===== src/alu_pkg.sv =====
`default_nettype none

package alu_pkg;

	// datapath widths.
	localparam int WORD_W  = 16;
	localparam int SHAMT_W = 4;
	localparam int OP_W    = 2;
	localparam int FLAG_W  = 3;

	// operands, sums, shifted values and registered results all share this type.
	typedef logic [WORD_W-1:0] word_t;

	// shift distance, one bit per mux stage of the shifter.
	typedef logic [SHAMT_W-1:0] shamt_t;

	typedef logic [OP_W-1:0] alu_op_t;

	// opcode encoding.
	localparam alu_op_t OP_ADD = 2'd0;
	localparam alu_op_t OP_SUB = 2'd1;
	localparam alu_op_t OP_SLL = 2'd2; // logical left, zero fill.
	localparam alu_op_t OP_SRA = 2'd3; // arithmetic right, sign fill.

	// condition flags, indexed by the positions below.
	typedef logic [FLAG_W-1:0] flags_t;

	localparam int FLAG_Z = 0; // result is zero.
	localparam int FLAG_V = 1; // last add or subtract saturated.
	localparam int FLAG_N = 2; // sign of the last add or subtract.

	// signed saturation limits of a word.
	localparam word_t WORD_MAX = 16'h7FFF;
	localparam word_t WORD_MIN = 16'h8000;

endpackage

`default_nettype wire


===== src/barrel_shifter.sv =====
`timescale 1ns/10ps
`default_nettype none

module barrel_shifter (
	input  wire alu_pkg::word_t   data,
	input  wire alu_pkg::shamt_t  shamt,
	input  wire alu_pkg::alu_op_t op,
	output alu_pkg::word_t        shifted
);

	import alu_pkg::*;

	// entry 0 of each chain is the unshifted word; entry k+1 is the output of stage k.
	word_t [SHAMT_W:0] left_st;
	word_t [SHAMT_W:0] right_st;

	logic sign_bit;
	logic sel_left;

	assign sign_bit = data[WORD_W-1]; // fill value for the right chain.

	assign left_st[0]  = data;
	assign right_st[0] = data;

	// stage k moves the word by 2**k places when shamt[k] is set.
	// Four stages of 1, 2, 4 and 8 cover every distance from 0 to 15.
	for (genvar k = 0; k < SHAMT_W; k++) begin : g_stage
		localparam int DIST = 1 << k;

		for (genvar i = 0; i < WORD_W; i++) begin : g_bit
			logic left_src;
			logic right_src;

			// left chain takes bit i-DIST, or zero below the shift distance.
			if (i >= DIST) begin : g_left_mid
				assign left_src = left_st[k][i-DIST];
			end else begin : g_left_fill
				assign left_src = 1'b0;
			end

			// right chain takes bit i+DIST, or the sign bit near the top.
			if (i + DIST < WORD_W) begin : g_right_mid
				assign right_src = right_st[k][i+DIST];
			end else begin : g_right_fill
				assign right_src = sign_bit;
			end

			// one 2:1 mux per bit and per chain.
			assign left_st[k+1][i]  = shamt[k] ? left_src : left_st[k][i];
			assign right_st[k+1][i] = shamt[k] ? right_src : right_st[k][i];
		end
	end

	// only OP_SLL goes left. Every other opcode reads the right chain, and the
	// result stage simply ignores the shifter output on add and subtract.
	assign sel_left = (op == OP_SLL);

	assign shifted = sel_left ? left_st[SHAMT_W] : right_st[SHAMT_W];

endmodule

`default_nettype wire


===== src/sat_adder.sv =====
`timescale 1ns/10ps
`default_nettype none

module sat_adder (
	input  wire alu_pkg::word_t   a,
	input  wire alu_pkg::word_t   b,
	input  wire alu_pkg::alu_op_t op,
	output alu_pkg::word_t        sum,
	output logic                  ovf
);

	import alu_pkg::*;

	logic  do_sub;
	word_t b_eff;
	word_t carry_in;
	word_t raw_sum;
	logic  a_sign;
	logic  b_sign;
	logic  r_sign;

	// subtraction is a + ~b + 1, so one adder serves both opcodes.
	assign do_sub   = (op == OP_SUB);
	assign b_eff    = do_sub ? ~b : b;
	assign carry_in = {{(WORD_W-1){1'b0}}, do_sub};

	assign raw_sum = a + b_eff + carry_in; // carry out of the top bit is dropped.

	assign a_sign = a[WORD_W-1];
	assign b_sign = b_eff[WORD_W-1];
	assign r_sign = raw_sum[WORD_W-1];

	// Two's complement overflow needs operands of equal sign and a result of
	// the other sign. This holds for either carry in, so it covers the
	// subtract path with the inverted operand as well.
	assign ovf = (a_sign == b_sign) && (r_sign != a_sign);

	always_comb begin
		sum = raw_sum;
		if (ovf) begin
			// the true result has the sign of a, since both operands agreed on it.
			if (a_sign) begin
				sum = WORD_MIN;
			end else begin
				sum = WORD_MAX;
			end
		end
	end

endmodule

`default_nettype wire


===== src/alu_result_stage.sv =====
`timescale 1ns/10ps
`default_nettype none

module alu_result_stage (
	input  wire                   clk,
	input  wire                   rst,
	input  wire                   in_valid,
	input  wire alu_pkg::alu_op_t op,
	input  wire alu_pkg::word_t   shifted,
	input  wire alu_pkg::word_t   sum,
	input  wire                   ovf,
	output logic                  out_valid,
	output alu_pkg::word_t        result,
	output alu_pkg::flags_t       flags
);

	import alu_pkg::*;

	logic   is_shift;
	word_t  next_result;
	flags_t next_flags;

	assign is_shift = (op == OP_SLL) || (op == OP_SRA);

	// the two units run side by side, so the opcode picks one of them here.
	assign next_result = is_shift ? shifted : sum;

	always_comb begin
		next_flags = flags; // shifts keep N and V from the last arithmetic op.
		next_flags[FLAG_Z] = (next_result == '0);
		if (!is_shift) begin
			next_flags[FLAG_N] = sum[WORD_W-1];
			next_flags[FLAG_V] = ovf;
		end
	end

	// out_valid follows in_valid by one cycle, and with no back-pressure
	// every accepted operation leaves the stage on the next edge.
	always_ff @(posedge clk) begin
		if (rst) begin
			out_valid <= 1'b0;
		end else begin
			out_valid <= in_valid;
		end
	end

	// result and flags load only on a valid cycle and hold otherwise.
	always_ff @(posedge clk) begin
		if (rst) begin
			result <= '0;
			flags  <= '0;
		end else if (in_valid) begin
			result <= next_result;
			flags  <= next_flags;
		end
	end

endmodule

`default_nettype wire


===== src/alu_exec.sv =====
`timescale 1ns/10ps
`default_nettype none

module alu_exec (
	input  wire                   clk,
	input  wire                   rst,
	input  wire                   in_valid,
	input  wire alu_pkg::alu_op_t op,
	input  wire alu_pkg::word_t   a,
	input  wire alu_pkg::word_t   b,
	input  wire alu_pkg::shamt_t  shamt,
	output logic                  out_valid,
	output alu_pkg::word_t        result,
	output alu_pkg::flags_t       flags
);

	import alu_pkg::*;

	word_t shifted; // shifter output, valid in the same cycle as the inputs.
	word_t sum;     // saturated add or subtract.
	logic  ovf;

	// both units see every operation. Only one of them is picked later.
	barrel_shifter shifter_i (
		.data    (a),
		.shamt   (shamt),
		.op      (op),
		.shifted (shifted)
	);

	sat_adder adder_i (
		.a   (a),
		.b   (b),
		.op  (op),
		.sum (sum),
		.ovf (ovf)
	);

	// the only register stage of the block.
	alu_result_stage result_i (
		.clk       (clk),
		.rst       (rst),
		.in_valid  (in_valid),
		.op        (op),
		.shifted   (shifted),
		.sum       (sum),
		.ovf       (ovf),
		.out_valid (out_valid),
		.result    (result),
		.flags     (flags)
	);

endmodule

`default_nettype wire


===== config.mk =====
export PLATFORM = sky130hd
export DESIGN_NAME = alu_exec
export DESIGN_NICKNAME = d
export VERILOG_FILES = /design/src/alu_pkg.sv /design/src/barrel_shifter.sv /design/src/sat_adder.sv /design/src/alu_result_stage.sv /design/src/alu_exec.sv
export SDC_FILE = /design/constraint.sdc
export NUM_CORES = 1
export LEC_CHECK = 0
export ABC_CLOCK_PERIOD_IN_PS = 5200
export BUFFER_PORTS_ARGS = -buffer_cell sky130_fd_sc_hd__buf_2
export CORE_UTILIZATION = 30
export CTS_BUF_LIST = sky130_fd_sc_hd__clkbuf_16
export CTS_CLUSTER_SIZE = 28
export DETAILED_ROUTE_END_ITERATION = 10
export PLACE_DENSITY = 0.54
export SLEW_MARGIN = 20
export SYNTH_ARGS = -nofsm -noshare
export SYNTH_HDL_FRONTEND = slang
export SYNTH_SLANG_ARGS = --single-unit

===== constraint.sdc =====
create_clock -name clk -period 5.2 [get_ports clk]
set_input_delay 0 -clock clk [delete_from_list [all_inputs] [get_ports clk]]
set_output_delay 0 -clock clk [all_outputs]
set_load 0.02 [all_outputs]

==> results of run 1 <==
[through the flow]
stage	util	power [W]	area, µm²	worst slack (ns)
floorplan	-	0.000547	3770	2.12
global placement	0.331	0.000671	4010	1.11
detailed placement	0.331	0.000670	4010	1.03
CTS	0.337	0.000828	4090	1.27
global route	0.337	0.000883	4090	0.886
finish	0.337	0.000826	4090	1.28
[routing by layer]
layer  part of all wire  GRT usage  vias up
met5                  0          0        -
met4              0.019     0.0372        0
met1               0.47      0.265     1738
met2               0.47      0.314      118
met3              0.040     0.0127       18
li1                   -          -     1820
[power groups by stage]
stage | registers [W] | clock network (W) | logic [W]
after floorplan | 0.000195 | 0 | 0.000352
after global placement | 0.000178 | 0 | 0.000493
after detailed placement | 0.000178 | 0 | 0.000492
after CTS | 0.000175 | 0.000158 | 0.000494
after global routing | 0.000176 | 0.000162 | 0.000544
final | 0.000175 | 0.000154 | 0.000497
[sequential cells by signal (all words and copies together) (netlist names)]
register            count
result_i.out_valid      1
result_i.result        16
result_i.flags          3
[worst register-to-register path: stages (launching register included)]
cell and delay, ns:
dfxtp_1 0.34, or2b_2 0.31, o32ai_2 0.11
[layout make-up]
type	count	area [µm²]	share of cell area
multi-input cells	398	3040	0.744
flip-flops and latches	20	400	0.0980
repair buffers	61	308	0.0753
well taps	168	210	0.0514
clock buffers	3	75.1	0.0184
inverters	14	52.6	0.0129
[kinds of logic (layout without fill, tap and decap cells)]
logic type,after synthesis,in the layout,synth area share
muxes,68,68,0.232
buffers and inverters,55,78,0.0867
adders and majority gates,16,16,0.0551
DFF,20,20,0.106
AOI/OAI and AO/OA,138,138,0.261
and+or+nand+nor,150,150,0.198
xor gates and xnor gates,26,26,0.0604
[layout by cell type, fill, tap and decap left out, types with 5 or more instances in the layout]
cell       n
o21ai_0   25
dfxtp_1   20
ha_1      15
o31ai_1    6
a21oi_1   34
o21a_1     5
nor2_1    29
a31oi_1    6
nor3_1    11
nor2b_1    5
xnor2_1   21
mux4_2    15
inv_1     12
nand2b_1  11
nand3_1   14
nand2_1   51
mux2_2     6
xor2_1     5
a211oi_1   7
buf_2     60
mux2i_1   47
[path summary, 6_finish.rpt]
path              depth (start not counted)  slack [ns]                  end
hold / removal                            2        0.14   result_i.result[9]
setup reg to reg                          2        4.35    result_i.flags[0]
hold reg to reg                           2        0.47  result_i.result[13]
setup / recovery                         13        1.28    result_i.flags[0]
[synth_stat cells (7+ instances only)]
| master | number |
|---|---|
| nand2_1 | 51 |
| mux2i_1 | 47 |
| a21oi_1 | 34 |
| nor2_1 | 29 |
| o21ai_0 | 25 |
| xnor2_1 | 21 |
| dfxtp_1 | 20 |
| clkbuf_1 | 16 |
| ha_1 | 15 |
| mux4_2 | 15 |
| nand3_1 | 14 |
| inv_1 | 12 |
| nand2b_1 | 11 |
| nor3_1 | 11 |
| buf_2 | 8 |
| a211oi_1 | 7 |
| clkbuf_8 | 7 |
==> flow_metrics.tcl, run 1 <==
set metrics [dict create \
    outcome "finished, final reports clean" \
    core_area_um2 12100 \
    drv_slew 0 \
    dp_cells 661 \
    internal_power_w 0.000466 \
    die_area_um2 13000 \
    power.density_nw_per_um2 202 \
    post-cts-setup-buffers 0 \
    io_buffer_count 60 \
    start_util 0.311 \
    required_ns 5.37 \
    async_flop_share 0 \
    rsz0062_at_grt "no" \
    yosysWarnings 0 \
    critPathTopFamily "compound AO/OA/AOI/OAI gates" \
    p_switching_w 0.000360 \
    power_frac_seq 0.212 \
    ys_ff_latch 20 \
    combPwrFrac 0.602 \
    place_congestion 0.898 \
    syn-mean-instance-area_um2 7.96 \
    syn-instance-count 473 \
    fin_nets 555 \
    grt_max_degree 38 \
    grt_pass1_vias 3499 \
    gr-total-overflow 0 \
    die_h_um 114 \
    grt_pass1_wl_um 19300 \
    wl_um 12200 \
    grt_usage 0.187 \
    cp_num_buf_inv 1 \
    drc 0 \
    cp_slowest_cell "nand2b_1" \
    holdCritPathClass "input pin to flop" \
    min_from "rst" \
    clock_latency_ns 0.25 \
    r2r-start "result_i.flags[0]" \
    timing.fmax_ghz 0.255 \
    critical_path.max_fanout 30 \
    ys_types 82 \
    drtPass1Iterations 5 \
    cts_root_buf "clkbuf_16" \
    cts_buffers 3 \
    crit_type "input pin to flop" \
    period_needed_ns 3.92 \
    wire_per_inst_um 18.3 \
    cts_tree "done" \
    drv_cap 0 \
    vias_per_cell 5.56 \
    antenna_found_initial 0 \
    n_antenna_cell 0 \
    netlist_area_um2 3770 \
    finalCritPeriodShare 0.753 \
    vias 3694 \
    clock_skew_ns 0 \
    startpoint "op[1]" \
    slew_headroom 0.429 \
    p_leak_nw 1.69 \
    area_delta_synth_final_pct 8.47 \
    ctsHoldBuffers 0 \
    die_w_um 114 \
    clkPwrFrac 0.186 \
    fillers 1327 \
    worstPathArrival_ns 4.08 \
    hold_ws_ns 0.142 \
    synth_nets 530 \
    peakVddDrop_mv 0.107 \
    slowest_delay_ns 0.75 \
    dpl.hpwl_um 9480 \
    crit_top_cell "a21oi_1" \
    cp_cell_sequence "buf_2, nand2b_1, xnor2_1, ha_1, a21oi_1, o21ai_0, o2bb2ai_1, o21ai_4, and3_1, o32ai_1, a21oi_1, nand4b_1, o32ai_2" \
    synth_seq_area_share 0.106 \
    finalHoldViolations 0 \
    layout.cells.non_filler 664 \
    clock_sinks 20 \
    post_cts_resized 0 \
    ys_top_cells_by_area "mux2i_1 12%, dfxtp_1 11%, mux4_2 9.0%" \
    fin_tns_setup_ns 0 \
    end_kind "flop" \
    num_io_pins 61 \
    fp-row-count 40 \
    crit_path_start_kind "input pin" \
    p_sw_frac 0.436 \
    h-tree-depth 1 \
    synth_edf_count 0 \
    synth_ff_type "dfxtp_1" \
    tightest_slew_ns 0.857 \
    final_antenna_net_count 0 \
    drive_gt1_frac 0.224 \
    yosysTopAreaCell "mux2i_1" \
    path_clk_slew_ns 0.05 \
    clockBufferDepth 2 \
    first_iter_violations 352 \
    finalSetupViolCount 0 \
    synth_top_area_share 0.125 \
]
Power figures use the tool's default switching activity.
==> run 2, diff against run 1 <==
--- a/config.mk
+++ b/config.mk
@@ -5,13 +5,13 @@
 export SDC_FILE = /design/constraint.sdc
 export NUM_CORES = 1
 export LEC_CHECK = 0
-export ABC_CLOCK_PERIOD_IN_PS = 5200
+export ABC_CLOCK_PERIOD_IN_PS = 3400
 export BUFFER_PORTS_ARGS = -buffer_cell sky130_fd_sc_hd__buf_2
 export CORE_UTILIZATION = 30
 export CTS_BUF_LIST = sky130_fd_sc_hd__clkbuf_16
 export CTS_CLUSTER_SIZE = 28
 export DETAILED_ROUTE_END_ITERATION = 10
-export PLACE_DENSITY = 0.54
+export PLACE_DENSITY = 0.55
 export SLEW_MARGIN = 20
 export SYNTH_ARGS = -nofsm -noshare
 export SYNTH_HDL_FRONTEND = slang
==> constraint.sdc (replaced) <==
create_clock -name clk -period 3.4 [get_ports clk]
set_input_delay 0 -clock clk [delete_from_list [all_inputs] [get_ports clk]]
set_output_delay 0 -clock clk [all_outputs]
set_load 0.02 [all_outputs]
==> flow_metrics.tcl, run 2 (synthesis gave the netlist of run 1 again) <==
set metrics [dict create \
    outcome "finished, final reports clean" \
    fin_tns_setup_ns 0 \
    crit_type "input pin to flop" \
    power.density_nw_per_um2 309 \
    io_buffer_count 60 \
    n_antenna_cell 0 \
    grt_pass1_vias 3565 \
    multi_input_comb_area_um2 3040 \
    layout.cells.non_filler 673 \
    post_cts_resized 0 \
    gr-total-overflow 0 \
    slowest_delay_ns 0.40 \
    grt_max_degree 38 \
    fin_nets 563 \
    end_kind "flop" \
    required_ns 3.57 \
    place_congestion 0.952 \
    period_needed_ns 3.03 \
    clock_skew_ns 0 \
    crit_path_start_kind "input pin" \
    timing.fmax_ghz 0.330 \
    post-cts-setup-buffers 0 \
    grt_pass1_wl_um 19400 \
    fp-row-count 40 \
    tightest_slew_ns 0.675 \
    dp_cells 669 \
    path_clk_slew_ns 0.05 \
    total_power_w 0.00128 \
    drv_slew 0 \
    final_cell_mix "60 x buf_2, 51 x nand2_1, 47 x mux2i_1, 34 x a21oi_1, 29 x nor2_1" \
    startpoint "op[1]" \
    final_antenna_net_count 0 \
    worstPathArrival_ns 3.19 \
    core_area_um2 12100 \
    cp_cell_sequence "buf_2, nand2b_1, buf_4, xnor2_1, ha_1, a21oi_1, o21ai_0, o2bb2ai_1, o21ai_4, and3_1, nor2_2, a2111oi_2, o2111ai_1, o32ai_2" \
    area_delta_synth_final_pct 10.2 \
    cp_slowest_cell "and3_1" \
    clockBufferDepth 2 \
    rsz0062_at_grt "no" \
    drv_cap 0 \
    r2r-start "result_i.flags[0]" \
    regArea_um2 400 \
    h-tree-depth 1 \
    cts_buffers 3 \
    die_w_um 114 \
    start_util 0.311 \
    top_register "result_i.result" \
    largest_reg_flops 16 \
    wire_per_inst_um 17.9 \
    drtPass1Iterations 5 \
    drc 0 \
    wl_um 12100 \
    p_leak_nw 1.73 \
    dpl.hpwl_um 9370 \
    slew_headroom 0.538 \
    peakVddDrop_mv 0.183 \
    min_from "rst" \
    dp_slack_ns 0.158 \
    setup_slack_ns 0.373 \
    critical_path.max_fanout 15 \
    cts_tree "done" \
    clock_latency_ns 0.25 \
    fillers 1320 \
    antenna_found_initial 0 \
    mostFrequentLayoutCell "buf_2" \
    cts_root_buf "clkbuf_16" \
    die_h_um 114 \
    holdCritPathClass "input pin to flop" \
    finalSetupViolCount 0 \
    first_iter_violations 342 \
    num_io_pins 61 \
    ctsHoldBuffers 0 \
    finalHoldViolations 0 \
    fin_util 0.343 \
    clock_sinks 20 \
    vias_per_cell 5.69 \
    drive_gt1_frac 0.236 \
    grt_usage 0.187 \
    top_regs "result_i.result (16), result_i.flags (3), result_i.out_valid (1)" \
    finalCritPeriodShare 0.890 \
    die_area_um2 13000 \
    vias 3828 \
]
## run 2: routing by layer
metal	global-route usage	vias to the layer above	share of wire
li1	-	1836	-
met1	0.270	1819	0.47
met2	0.301	160	0.45
met3	0.0154	13	0.057
met4	0.0407	0	0.021
met5	0	-	0
## run 2: final timing paths
path | end | slack (ns) | depth (start not counted)
min reg2reg | result_i.result[14] | 0.47 | 2
min | result_i.result[6] | 0.14 | 2
max reg2reg | result_i.flags[0] | 2.56 | 2
max | result_i.flags[0] | 0.37 | 14
## run 2: cell type report
class	count	share of cell area
clock buffer	3	0.0181
sequential	20	0.0965
clock inverter	1	0.000904
multi-input combinational	398	0.733
tap	168	0.0506
inverter	14	0.0127
timing repair buffer	69	0.0886
## run 2: stage by stage
step / hold slack (ns) / area (µm²)
4_1_cts: 0.134 / 4150
6_report: 0.135 / 4150
5_1_grt: 0.159 / 4150
3_5_place_dp: 0.394 / 4070
3_3_place_gp: 0.394 / 4070
2_1_floorplan: 0.0833 / 3770
## run 2: where the power goes
group,switching (W),internal (W),total [W]
sequential,0.0000106,0.000256,0.000267
combinational,0.000464,0.000311,0.000776
clock,0.0000834,0.000157,0.000240
total,0.000558,0.000724,0.00128
## run 2: critical path: cells and delay by family
| family | cells | cell delay, ns |
|---|---|---|
| compound gates | 7 | 1.75 |
| simple gates | 3 | 0.61 |
| fa+ha+maj | 1 | 0.33 |
| buf+inv | 2 | 0.33 |
| xor+xnor | 1 | 0.15 |
==> run 3, diff against run 2 <==
--- a/config.mk
+++ b/config.mk
@@ -7,11 +7,12 @@
 export LEC_CHECK = 0
 export ABC_CLOCK_PERIOD_IN_PS = 3400
 export BUFFER_PORTS_ARGS = -buffer_cell sky130_fd_sc_hd__buf_2
-export CORE_UTILIZATION = 30
+export CORE_UTILIZATION = 33
 export CTS_BUF_LIST = sky130_fd_sc_hd__clkbuf_16
 export CTS_CLUSTER_SIZE = 28
 export DETAILED_ROUTE_END_ITERATION = 10
-export PLACE_DENSITY = 0.55
+export GPL_TIMING_DRIVEN = 0
+export PLACE_DENSITY = 0.59
 export SLEW_MARGIN = 20
 export SYNTH_ARGS = -nofsm -noshare
 export SYNTH_HDL_FRONTEND = slang
==> flow_metrics.tcl, run 3 (synthesis gave the netlist of run 1 again) <==
set metrics [dict create \
    p_leak_nw 1.81 \
    drc 0 \
    p_sw_frac 0.437 \
    largest_reg_flops 16 \
    die_w_um 109 \
    fin_tns_setup_ns 0 \
    cp_slowest_cell "ha_1" \
    area_delta_synth_final_pct 14.5 \
    multi_input_comb_area_um2 3050 \
    combPwrFrac 0.620 \
    start_util 0.343 \
    power.density_nw_per_um2 305 \
    peakVddDrop_mv 0.316 \
    die_area_um2 11800 \
    regArea_um2 400 \
    finalHoldViolations 0 \
    slowest_delay_ns 0.42 \
    period_needed_ns 3.11 \
    end_kind "flop" \
    wl_met3_um 930 \
    top_register "result_i.result" \
    timing.rr.end "result_i.flags[0]" \
    fin_nets 591 \
    grt_pass1_vias 3688 \
    outcome "finished, final reports clean" \
    drv_slew 0 \
    power_frac_seq 0.202 \
    place_congestion 0.998 \
    r2r_cells 2 \
    drv_cap 0 \
    n_antenna_cell 0 \
    vias_per_cell 5.90 \
    io_buffer_count 56 \
    mostFrequentLayoutCell "buf_2" \
    first_iter_violations 333 \
    fp-row-count 38 \
    gr-total-overflow 0 \
    dpl.hpwl_um 10400 \
    clock_sinks 20 \
    grt_pass1_wl_um 20700 \
    clkPwrFrac 0.177 \
    die_h_um 109 \
    path_clk_slew_ns 0.05 \
    holdCritPathClass "input pin to flop" \
    critical_path.max_fanout 15 \
    internal_power_w 0.000741 \
    wire_per_inst_um 19.4 \
    num_io_pins 61 \
    design_area_um2 4310 \
    fillers 1128 \
    p_switching_w 0.000576 \
    worstPathArrival_ns 3.23 \
    top_regs "result_i.result (16), result_i.flags (3), result_i.out_valid (1)" \
    drive_gt1_frac 0.237 \
    clock_skew_ns 0 \
    clockBufferDepth 2 \
    timing.fmax_ghz 0.321 \
    finalSetupViolCount 0 \
    startpoint "op[1]" \
    cp_cell_sequence "buf_2, nand2b_1, clkbuf_4, xnor2_1, ha_1, nand4_1, or2_1, nor4_2, o21ai_4, and3_1, buf_4, o32ai_1, a21oi_1, nand4b_1, o32ai_2" \
    highest_layer "met4" \
    cts_buffers 3 \
    r2r-start "result_i.flags[0]" \
    h-tree-depth 1 \
    clock_latency_ns 0.25 \
    fin_util 0.393 \
    finalCritPeriodShare 0.915 \
    final_antenna_net_count 0 \
    crit_path_start_kind "input pin" \
    final_cell_mix "63 x buf_2, 51 x nand2_1, 47 x mux2i_1, 34 x a21oi_1, 29 x nor2_1" \
    cts_root_buf "clkbuf_16" \
    crit_type "input pin to flop" \
    core_area_um2 11000 \
    cts_tree "done" \
    vias 3964 \
    rsz0062_at_grt "no" \
    drt-met1-wl_um 5900 \
    tightest_slew_ns 0.741 \
    met2_length_um 5930 \
    critical_path.endpoint "result_i.flags[0]" \
    grt_max_degree 16 \
    rrSetupSlack_ns 2.58 \
    required_ns 3.52 \
    slew_headroom 0.500 \
    drtPass1Iterations 7 \
    dpl_cell_area_um2 4220 \
    antenna_found_initial 0 \
    grt_usage 0.225 \
    hold_ws_ns 0.0573 \
    total_power_w 0.00132 \
    wl_um 13000 \
]
==> run 3: layout make-up <==
class                   count  share of cell area
plain buffers              40              0.0632
well taps                 140              0.0406
repair buffers             57              0.0673
clock buffers               3              0.0174
multi-input cells         398               0.706
inverters                  14              0.0122
flip-flops and latches     20              0.0928
==> run 3: power groups by stage <==
stage / sequential [W] / combinational (W) / clock (W)
2_1_floorplan: 0.000298 / 0.000539 / 0
3_3_place_gp: 0.000270 / 0.000795 / 0
3_5_place_dp: 0.000272 / 0.000795 / 0
4_1_cts: 0.000267 / 0.000800 / 0.000237
5_1_grt: 0.000269 / 0.000888 / 0.000251
6_report: 0.000266 / 0.000817 / 0.000234
==> run 3: worst min-delay path by stage <==
stage                   from                 end  depth (start not counted)
finish              in_valid  result_i.out_valid                          2
global route        in_valid  result_i.out_valid                          2
CTS                 in_valid  result_i.out_valid                          2
detailed placement       rst  result_i.out_valid                          2
floorplan                rst  result_i.out_valid                          1
global placement         rst  result_i.out_valid                          2
==> run 3: metrics by stage <==
stage	cells	setup WS [ns]
floorplan	473	0.322
detailed placement	669	-0.530
CTS	672	0.149
global route	672	0.0487
finish	672	0.287
global placement	669	-0.501
==> run 3: critical path: cells and delay by family <==
kind / cells / cell delay [ns]
and+or+nand+nor: 6 / 1.30
xor gates and xnor gates: 1 / 0.17
AOI/OAI and AO/OA: 4 / 0.77
adders and majority gates: 1 / 0.42
buffers and inverters: 3 / 0.54
==> run 3: metal layers <==
metal  GRT usage  up-vias
met1       0.320     1855
met3      0.0269       15
met2       0.358      203
met5           0        -
li1            -     1891
met4      0.0521        0
==> run 3: timing repair <==
item / in CTS / in global routing
setup buffers: 0 / 0
endpoints found under the setup margin: 3 / 1
gates resized for setup: 0 / 3
pin swaps: 0 / 0
hold buffers: 1 / 0
endpoints found under the hold margin: 1 / 0
